--- src/hw/exec_pkg.sv ---
package exec_pkg;

    // ************************************************************
    // opcodes.
    // ************************************************************
    typedef enum logic [3:0] {
        OP_ADD       = 4'd0,
        OP_SUB       = 4'd1,
        OP_SHL_ONES  = 4'd2,
        OP_SHR_ONES  = 4'd3,
        OP_MOVE      = 4'd4,
        OP_LOAD_HALF = 4'd5,
        OP_CMP_EQ    = 4'd8,
        OP_CMP_LT    = 4'd9,
        OP_CMP_GT    = 4'd10
    } alu_op_e;

    // immediate view of the b word.
    typedef struct packed {
        logic [14:0] unused;
        logic        high_half;
        logic [15:0] value;
    } load_imm_t;

    // b operand as a full word or a load-half immediate.
    typedef union packed {
        logic [31:0] word;
        load_imm_t   imm;
    } lane_operand_u;

    // ************************************************************
    // request and result words.
    // ************************************************************
    typedef struct packed {
        alu_op_e       op;
        logic [31:0]   a;
        lane_operand_u b;
    } alu_req_t;

    typedef struct packed {
        logic [31:0] data;
        logic        flag;
    } alu_result_t;

endpackage

--- src/hw/alu_lane.sv ---
`timescale 1ns/10ps

module alu_lane
    import exec_pkg::*;
#(
    parameter int LANE_DEPTH = 2
)
(
    input  logic        clock,
    input  logic        reset,
    input  logic        issue_valid,
    input  alu_req_t    issue_req,
    output logic        head_valid,
    output alu_result_t head_result,
    input  logic        pop,
    output logic        lane_credit
);

    localparam int PTR_W = (LANE_DEPTH > 1) ? $clog2(LANE_DEPTH) : 1;
    localparam int CNT_W = $clog2(LANE_DEPTH + 1);

    logic             stage_valid;
    alu_req_t         stage_req;
    alu_result_t      stage_result;
    alu_result_t      fifo_mem [LANE_DEPTH];
    logic [PTR_W-1:0] wr_ptr;
    logic [PTR_W-1:0] rd_ptr;
    logic [CNT_W-1:0] fifo_count;
    logic             push;
    logic             drain;

    // issue register.
    always_ff @(posedge clock)
    begin
        if (reset)
            stage_valid <= 1'b0;
        else
            stage_valid <= issue_valid;
    end

    always_ff @(posedge clock)
    begin
        if (issue_valid)
            stage_req <= issue_req;
    end

    // ************************************************************
    // datapath. shifts invert, shift, invert back so fill is ones.
    // ************************************************************
    always_comb
    begin
        stage_result = '0;
        case (stage_req.op)
            OP_ADD:      stage_result.data = stage_req.a + stage_req.b.word;
            OP_SUB:      stage_result.data = stage_req.a - stage_req.b.word;
            OP_SHL_ONES: stage_result.data = ~(~stage_req.a << stage_req.b.word);
            OP_SHR_ONES: stage_result.data = ~(~stage_req.a >> stage_req.b.word);
            OP_MOVE:     stage_result.data = stage_req.a;
            OP_LOAD_HALF:
            begin
                if (stage_req.b.imm.high_half)
                    stage_result.data = {stage_req.b.imm.value, stage_req.a[15:0]};
                else
                    stage_result.data = {stage_req.a[31:16], stage_req.b.imm.value};
            end
            OP_CMP_EQ:   stage_result.flag = (stage_req.a == stage_req.b.word);
            OP_CMP_LT:   stage_result.flag = (stage_req.a < stage_req.b.word);
            OP_CMP_GT:   stage_result.flag = (stage_req.a > stage_req.b.word);
            default:     stage_result = '0;
        endcase
    end

    // result FIFO, sized by the dispatcher's credits.
    assign push        = stage_valid;
    assign head_valid  = (fifo_count != '0);
    assign head_result = fifo_mem[rd_ptr];
    assign drain       = pop & head_valid;
    assign lane_credit = drain;

    always_ff @(posedge clock)
    begin
        if (push)
            fifo_mem[wr_ptr] <= stage_result;
    end

    always_ff @(posedge clock)
    begin
        if (reset)
        begin
            wr_ptr     <= '0;
            rd_ptr     <= '0;
            fifo_count <= '0;
        end
        else
        begin
            if (push)
                wr_ptr <= (wr_ptr == PTR_W'(LANE_DEPTH - 1)) ? '0 : wr_ptr + 1'b1;
            if (drain)
                rd_ptr <= (rd_ptr == PTR_W'(LANE_DEPTH - 1)) ? '0 : rd_ptr + 1'b1;
            case ({push, drain})
                2'b10:   fifo_count <= fifo_count + 1'b1;
                2'b01:   fifo_count <= fifo_count - 1'b1;
                default: fifo_count <= fifo_count;
            endcase
        end
    end

endmodule

--- src/hw/op_dispatcher.sv ---
`timescale 1ns/10ps

module op_dispatcher
    import exec_pkg::*;
#(
    parameter int NUM_LANES  = 4,
    parameter int IN_DEPTH   = 4,
    parameter int LANE_DEPTH = 2
)
(
    input  logic                 clock,
    input  logic                 reset,
    input  logic                 op_valid,
    input  alu_req_t             op,
    output logic                 op_credit,
    output logic [NUM_LANES-1:0] issue_valid,
    output alu_req_t             issue_req,
    input  logic [NUM_LANES-1:0] lane_credit
);

    localparam int QP_W  = (IN_DEPTH > 1) ? $clog2(IN_DEPTH) : 1;
    localparam int QC_W  = $clog2(IN_DEPTH + 1);
    localparam int LP_W  = (NUM_LANES > 1) ? $clog2(NUM_LANES) : 1;
    localparam int LC_W  = $clog2(LANE_DEPTH + 1);

    alu_req_t        queue_mem [IN_DEPTH];
    logic [QP_W-1:0] q_wr_ptr;
    logic [QP_W-1:0] q_rd_ptr;
    logic [QC_W-1:0] q_count;
    logic [LP_W-1:0] issue_ptr;
    logic [LC_W-1:0] lane_cnt [NUM_LANES];
    logic            fire;

    // ************************************************************
    // issue decision, same cycle as head and credit.
    // ************************************************************
    assign fire      = (q_count != '0) && (lane_cnt[issue_ptr] != '0);
    assign op_credit = fire;
    assign issue_req = queue_mem[q_rd_ptr];

    always_comb
    begin
        for (int i = 0; i < NUM_LANES; i++)
            issue_valid[i] = fire && (issue_ptr == LP_W'(i));
    end

    always_ff @(posedge clock)
    begin
        if (op_valid)
            queue_mem[q_wr_ptr] <= op;
    end

    always_ff @(posedge clock)
    begin
        if (reset)
        begin
            q_wr_ptr  <= '0;
            q_rd_ptr  <= '0;
            q_count   <= '0;
            issue_ptr <= '0;
            for (int i = 0; i < NUM_LANES; i++)
                lane_cnt[i] <= LC_W'(LANE_DEPTH);
        end
        else
        begin
            if (op_valid)
                q_wr_ptr <= (q_wr_ptr == QP_W'(IN_DEPTH - 1)) ? '0 : q_wr_ptr + 1'b1;
            if (fire)
            begin
                q_rd_ptr  <= (q_rd_ptr == QP_W'(IN_DEPTH - 1)) ? '0 : q_rd_ptr + 1'b1;
                issue_ptr <= (issue_ptr == LP_W'(NUM_LANES - 1)) ? '0 : issue_ptr + 1'b1;
            end
            case ({op_valid, fire})
                2'b10:   q_count <= q_count + 1'b1;
                2'b01:   q_count <= q_count - 1'b1;
                default: q_count <= q_count;
            endcase
            // per-lane credits.
            for (int i = 0; i < NUM_LANES; i++)
            begin
                case ({issue_valid[i], lane_credit[i]})
                    2'b10:   lane_cnt[i] <= lane_cnt[i] - 1'b1;
                    2'b01:   lane_cnt[i] <= lane_cnt[i] + 1'b1;
                    default: lane_cnt[i] <= lane_cnt[i];
                endcase
            end
        end
    end

endmodule

--- src/hw/result_collector.sv ---
`timescale 1ns/10ps

module result_collector
    import exec_pkg::*;
#(
    parameter int NUM_LANES   = 4,
    parameter int OUT_CREDITS = 2
)
(
    input  logic                 clock,
    input  logic                 reset,
    input  logic [NUM_LANES-1:0] head_valid,
    input  alu_result_t          head_result [NUM_LANES],
    output logic [NUM_LANES-1:0] pop,
    output logic                 result_valid,
    output alu_result_t          result,
    input  logic                 result_credit
);

    localparam int LP_W = (NUM_LANES > 1) ? $clog2(NUM_LANES) : 1;
    localparam int OC_W = $clog2(OUT_CREDITS + 1);

    logic [LP_W-1:0] drain_ptr;
    logic [OC_W-1:0] credits;
    logic            take;

    // ************************************************************
    // drain in issue order. lane i gets op n when n mod lanes is i.
    // ************************************************************
    assign take = head_valid[drain_ptr] && (credits != '0);

    always_comb
    begin
        for (int i = 0; i < NUM_LANES; i++)
            pop[i] = take && (drain_ptr == LP_W'(i));
    end

    always_ff @(posedge clock)
    begin
        if (take)
            result <= head_result[drain_ptr];
    end

    always_ff @(posedge clock)
    begin
        if (reset)
        begin
            result_valid <= 1'b0;
            drain_ptr    <= '0;
            credits      <= OC_W'(OUT_CREDITS);
        end
        else
        begin
            result_valid <= take;
            if (take)
                drain_ptr <= (drain_ptr == LP_W'(NUM_LANES - 1)) ? '0 : drain_ptr + 1'b1;
            // credit is spent at pop time.
            case ({take, result_credit})
                2'b10:   credits <= credits - 1'b1;
                2'b01:   credits <= credits + 1'b1;
                default: credits <= credits;
            endcase
        end
    end

endmodule

--- src/hw/exec_cluster.sv ---
`timescale 1ns/10ps

module exec_cluster
    import exec_pkg::*;
#(
    parameter int NUM_LANES   = 4,
    parameter int IN_DEPTH    = 4,
    parameter int LANE_DEPTH  = 2,
    parameter int OUT_CREDITS = 2
)
(
    input  logic        clock,
    input  logic        reset,
    input  logic        op_valid,
    input  alu_req_t    op,
    output logic        op_credit,
    output logic        result_valid,
    output alu_result_t result,
    input  logic        result_credit
);

    logic [NUM_LANES-1:0] issue_valid;
    alu_req_t             issue_req;
    logic [NUM_LANES-1:0] lane_credit;
    logic [NUM_LANES-1:0] head_valid;
    alu_result_t          head_result [NUM_LANES];
    logic [NUM_LANES-1:0] pop;

    op_dispatcher #(
        .NUM_LANES  (NUM_LANES),
        .IN_DEPTH   (IN_DEPTH),
        .LANE_DEPTH (LANE_DEPTH)
    ) u_dispatcher (
        .clock       (clock),
        .reset       (reset),
        .op_valid    (op_valid),
        .op          (op),
        .op_credit   (op_credit),
        .issue_valid (issue_valid),
        .issue_req   (issue_req),
        .lane_credit (lane_credit)
    );

    // ************************************************************
    // lanes share one request bus, selected by issue_valid.
    // ************************************************************
    for (genvar i = 0; i < NUM_LANES; i++)
    begin : gen_lanes
        alu_lane #(
            .LANE_DEPTH (LANE_DEPTH)
        ) u_lane (
            .clock       (clock),
            .reset       (reset),
            .issue_valid (issue_valid[i]),
            .issue_req   (issue_req),
            .head_valid  (head_valid[i]),
            .head_result (head_result[i]),
            .pop         (pop[i]),
            .lane_credit (lane_credit[i])
        );
    end

    result_collector #(
        .NUM_LANES   (NUM_LANES),
        .OUT_CREDITS (OUT_CREDITS)
    ) u_collector (
        .clock         (clock),
        .reset         (reset),
        .head_valid    (head_valid),
        .head_result   (head_result),
        .pop           (pop),
        .result_valid  (result_valid),
        .result        (result),
        .result_credit (result_credit)
    );

endmodule

--- config.mk ---
export PLATFORM = sky130hd
export DESIGN_NAME = exec_cluster
export DESIGN_NICKNAME = d
export VERILOG_FILES = /design/src/hw/exec_pkg.sv /design/src/hw/alu_lane.sv /design/src/hw/op_dispatcher.sv /design/src/hw/result_collector.sv /design/src/hw/exec_cluster.sv
export SDC_FILE = /design/constraint.sdc
export NUM_CORES = 2
export LEC_CHECK = 0
export ABC_AREA = 1
export BUFFER_PORTS_ARGS = -buffer_cell sky130_fd_sc_hd__buf_2
export CAP_MARGIN = 20
export CORE_ASPECT_RATIO = 0.75
export CORE_MARGIN = 2
export CORE_UTILIZATION = 36
export DETAILED_ROUTE_END_ITERATION = 8
export SETUP_SLACK_MARGIN = 0.2
export SKIP_CTS_REPAIR_TIMING = 1
export SLEW_MARGIN = 20
export SYNTH_ARGS = -nofsm -noshare
export SYNTH_HDL_FRONTEND = slang
export SYNTH_SLANG_ARGS = --single-unit
--- constraint.sdc ---
create_clock -name clock -period 16.6 [get_ports clock]
set_input_delay 0 -clock clock [delete_from_list [all_inputs] [get_ports clock]]
set_output_delay 0 -clock clock [all_outputs]
set_load 0.1 [all_outputs]
Yosys cells after proc, flatten, opt, wreduce, memory -nomap -nowiden
Memory sizes are Yosys's and may differ from the RTL's. A register that Yosys moved wholly into a read port is not among the register bits.
Index checks and enable logic that the tools add are counted.

storage, ports and cells
  register bits after elaboration = 339
  bits in writable memories = 544
  bits of input ports = 72
  output and inout bits = 35
  logic and storage cells = 334
  memories = 6

operators by class
  $add $sub $neg = 40
  magnitude comparators = 10
  equality and inequality tests = 64
  shifts and indexed selects = 8
  muxes and demuxes = 107
  bitwise gates (word level) = 29
  reduce and logical (&&, ||, !) cells = 33

memory list
  name                          words  bits a word  rd ports  clocked after Yosys merged registers in  write ports  RTL line             RTL
  u_dispatcher.queue_mem        4      68           1         1                                        1            op_dispatcher.sv:26  alu_req_t queue_mem [IN_DEPTH];
  gen_lanes[0].u_lane.fifo_mem  2      33           1         1                                        1            alu_lane.sv:25       alu_result_t fifo_mem [LANE_DEPTH];
  gen_lanes[1].u_lane.fifo_mem  2      33           1         1                                        1            alu_lane.sv:25
  gen_lanes[2].u_lane.fifo_mem  2      33           1         1                                        1            alu_lane.sv:25
  gen_lanes[3].u_lane.fifo_mem  2      33           1         1                                        1            alu_lane.sv:25
  u_dispatcher.lane_cnt         4      2            5         1                                        4            op_dispatcher.sv:31  logic [LC_W-1:0] lane_cnt [NUM_LANES];

operator list
  cell                                                                 count
  32-bit one-hot mux with 6 select lines                               4
  32-bit inverter                                                      12
  32-bit adder                                                         4
  32-bit == test                                                       4
  32-bit greater-than comparator                                       4
  32-bit less-than comparator                                          4
  32-bit 2-to-1 mux                                                    4
  32-bit by 32-bit << shifter with 32-bit output                       4
  32-bit by 32-bit right shift with 32-bit output                      4
  32-bit subtractor                                                    4
  33-bit binary-select mux with 2-bit select                           1
  33-bit 2-to-1 mux                                                    2
  1-bit 2-to-1 mux                                                     65
  4-bit == test (second input constant)                                12
  2-bit 2-to-1 mux                                                     20
  2-bit == test (second input constant)                                16
  4-bit by 2-bit == test with 1-bit output (second input constant)     8
  4-bit by 3-bit == test with 1-bit output (second input constant)     8
  2-bit by 1-bit adder with 2-bit output (second input constant)       13
  2-bit by 1-bit == test with 1-bit output (second input constant)     12
  2-bit nonzero test                                                   12
  2-bit one-hot mux with 2 select lines                                5
  2-bit by 1-bit subtractor with 2-bit output (second input constant)  9
  4-bit by 1-bit == test with 1-bit output (second input constant)     4
  other kinds (16)                                                     56

Logic depth before layout (Yosys ltp)
  depth after elaboration = 13
  gate-level depth with buffers = 20
  depth with buffers taken out = 18

Hierarchy
From an unflattened synthesis, not the netlist that was laid out.

second synthesis, totals
  cells, all modules = 9220
  area total of the unflattened synthesis = 67741.2 µm²

modules (own cells, without submodules)
  module                          times used  cells an instance  area an instance (µm²)
  alu_lane (gen_lanes[3].u_lane)  1           2101               13709.4
  alu_lane (gen_lanes[0].u_lane)  1           2006               13616.8
  alu_lane (gen_lanes[1].u_lane)  1           2014               13387.8
  alu_lane (gen_lanes[2].u_lane)  1           2014               13386.6
  op_dispatcher                   1           812                11343.4
  result_collector                1           273                2297.2

Worst setup path before layout
Ideal clock, no wire load.

  kind = register -> register
  from = mem u_dispatcher.lane_cnt[1][0] (netlist bit)
  to = mem u_dispatcher.lane_cnt[0][0] (netlist bit) (enable)
  arrival time = 5020 ps
  data required time = 16326 ps
  slack = 11306 ps
  stages on the path, launching flop included = 11
  path through = edfxtp_1 > nor2_1 > inv_1 > nor2_1 > o32ai_1 > o31ai_1 > nor2_1 > ha_1 > o21ai_0 > o21a_1 > o21ai_0

RTL lines
  element          RTL line
  start, declared  op_dispatcher.sv:31

==> results_dict.tcl <==
set metrics [dict create \
    status "completed" \
    cts_sinks 891 \
    start_util_pct 36.2 \
    holdWs_ns 0.0438 \
    cts_tree "built" \
    timing_max_transition_violations_final 0 \
    wl_um 339000 \
    syn-num-nets 9468 \
    ys_ff_latch 891 \
    crit_path_max_fanout 20 \
    numPlacedInstances 11300 \
    combPwrFrac_pct 54.5 \
    power_density_mw_per_mm2 166 \
    cpPeakStageDelay_ns 0.72 \
    clkTransAtPathRegs_ns 0.07 \
    p_seq_share_pct 27.9 \
    htreeDepth 3 \
    dr.pass1.iters 6 \
    crit_type "flop to flop" \
    p_sw_mw 6.44 \
    drv_cap 0 \
    syn_inst 9108 \
    via_count 70200 \
    nFillCells 19200 \
    drive_above_1_share_pct 6.31 \
    die_w_um 499 \
    internal_power_mw 5.71 \
    grt_first_pass_wirelength_um 473000 \
    area_growth_pct 10.8 \
    clkPwrFrac_pct 17.6 \
    ios 107 \
    synth_cell_types 65 \
    viasPerCell 6.06 \
    stdcell_count 11600 \
    grt_max_degree 79 \
    post-dp-hpwl_um 265000 \
    gp_congestion 1.03 \
    synth.area.top_cells "edfxtp_1 (39%), nand3_1 (12%), nand2_1 (11%), o21ai_0 (5.4%), ha_1 (5.3%)" \
    nets 9413 \
    wl_per_cell_um 29.3 \
    detail-route-antenna-nets 0 \
    hold_path_class "input port to flop" \
    design.core.area_mm2 0.183 \
    drc 0 \
    port_buffers 106 \
    clock.fmax_ghz 0.204 \
    synth_edf_count 849 \
    yosysMostFrequentCell "nand2_1" \
    async_reset_ff_share_pct 0 \
    seq_area_frac_synth_pct 39.9 \
    worstSkewPairLatency_ns 0.73 \
    cts_buffer_depth 3 \
    cp_common_cell "nand2_1" \
    start_kind "flop" \
    synth_flop_cell "edfxtp_1" \
    cp-end-kind "flop" \
    fin_ws_ns 11.71 \
    peakVddDrop_mv 0.115 \
    switching_share_pct 53.0 \
    required_ns 17.14 \
    skew_ns 0.0386 \
    worst_pin_slew_ns 1.26 \
    die_height_um 375 \
    power_leakage_nw 29.6 \
    yosysTopAreaCell "edfxtp_1" \
    antenna_found_initial 63 \
    period_minus_slack_ns 4.89 \
    place_area_mm2 0.0693 \
    rsz0062_at_grt "no" \
    setup_viol 0 \
    syn_avg_cell_area_um2 7.26 \
    gr-total-overflow 0 \
    path_cells "buf_4 -> clkinv_1 -> ha_1 -> nand2_1 -> o21ai_0 -> nor2_1 -> o21ai_0 -> nand2_1 -> nand2_1 -> nand2_1 -> nand2_1 -> nor2_1 -> o21ai_0 -> nor2_1 -> nand3_1" \
    drt_iter0_drc 11300 \
    cp.arrival_ns 5.43 \
    relSlewSlack_pct 16.3 \
    grt_util_all_layers_pct 35.0 \
    final_cell_area_mm2 0.0732 \
    fin_setup_tns_ns 0 \
    period_share_pct 29.5 \
    multi_input_area_mm2 0.0351 \
    numCtsBuffers 88 \
    std_cell_rows 136 \
    cts_root_buf "clkbuf_16" \
    syn-cell-area_mm2 0.0661 \
    slowest_stage "ha_1" \
    regArea_mm2 0.0263 \
    hold_violations 0 \
    synth_top_cell_area_share_pct 38.6 \
    die_area_mm2 0.187 \
    ys_top_cells_by_count "nand2_1 (1925), nand3_1 (1555), nor2_1 (910), edfxtp_1 (849), inv_1 (825)" \
    pre_cts_ws_ns 12.06 \
    yosys_warnings 0 \
    grt_pass1_vias 63000 \
]
[power by group through the flow]
stage / registers (mW) / logic, mW / clock network (mW)
6_report: 3.39 / 6.62 / 2.13
5_1_grt: 3.40 / 6.98 / 2.24
4_1_cts: 3.37 / 6.36 / 2.15
3_5_place_dp: 3.42 / 6.34 / 0
3_3_place_gp: 3.42 / 6.35 / 0
2_1_floorplan: 3.49 / 3.38 / 0
[flip-flops by register name, summed over array words and instances (netlist names), 3 cells and up, named ones only]
signal and count:
gen_lanes.u_lane.fifo_count 8, u_dispatcher.queue_mem 272, u_dispatcher.lane_cnt 8, u_dispatcher.q_count 3, gen_lanes.u_lane.fifo_mem 264, gen_lanes.u_lane.rd_ptr 4
gen_lanes.u_lane.stage_req 272, gen_lanes.u_lane.wr_ptr 4, gen_lanes.u_lane.push 4, u_collector.result 33
[critical path: cells and delay by family, from the launching register on]
family,cells,cell delay (ns)
buf+inv,2,0.99
simple gates,9,1.20
compound gates,3,1.47
fa+ha+maj,1,0.72
flops,1,0.33
[placed cells by master (no fill, tap or decap), types with 71 or more instances in the layout]
master | Yosys | routed
nand4_1 | 109 | 109
nor3_1 | 80 | 75
edfxtp_1 | 849 | 849
clkbuf_16 | 0 | 89
a21oi_1 | 622 | 622
nand2_1 | 1925 | 1925
nor2_1 | 910 | 892
ha_1 | 279 | 279
inv_1 | 825 | 812
buf_2 | 38 | 106
nand3_1 | 1555 | 1555
dlygate4sd3_1 | 0 | 71
o22ai_1 | 158 | 114
o21ai_0 | 711 | 711
buf_4 | 1 | 146
[kinds of logic after synthesis]
group	share of synthesized area [%]
adder cells (fa/ha/maj)	5.56
XOR/XNOR	0.212
buffers and inverters	7.75
flip-flops	39.9
AO/OA/AOI/OAI	15.7
AND/OR/NAND/NOR	30.9
[metal layers]
metal | part of all wire (%) | global-route usage (%)
met1 | 45 | 52.3
met2 | 40 | 48.1
met3 | 12 | 8.20
met4 | 4.0 | 13.1
met5 | 0.056 | 0
[worst paths after layout]
| check | startpoint | end | slack, ns | depth (start not counted) |
|---|---|---|---|---|
| worst max register to register | gen_lanes[3].u_lane.stage_req[4] | gen_lanes[3].u_lane.fifo_mem[0][24] | 11.71 | 15 |
| worst max-delay path | gen_lanes[3].u_lane.stage_req[4] | gen_lanes[3].u_lane.fifo_mem[0][24] | 11.71 | 15 |
| worst min-delay path | op[57] | u_dispatcher.queue_mem[3][57] | 0.04 | 2 |
| worst min register to register | gen_lanes[1].u_lane.fifo_count[1] | gen_lanes[1].u_lane.fifo_count[1] | 0.46 | 1 |
[per-stage QoR]
stage | utilization, % | total power, mW
floorplan | - | 6.88
global placement | 37.9 | 9.77
detailed placement | 37.9 | 9.76
CTS | 39.6 | 11.9
global route | 40.0 | 12.6
finish | 40.1 | 12.1
[layout make-up]
type | count | area share (%)
Inverter | 860 | 4.42
Tap cell | 2415 | 4.13
Timing Repair Buffer | 328 | 3.34
Clock buffer | 100 | 3.10
Multi-Input combinational cell | 6884 | 47.9
Clock inverter | 60 | 0.959
Sequential cell | 891 | 36.0
Antenna cell | 51 | 0.174
No activity file was read; power rests on OpenSTA's default activity.
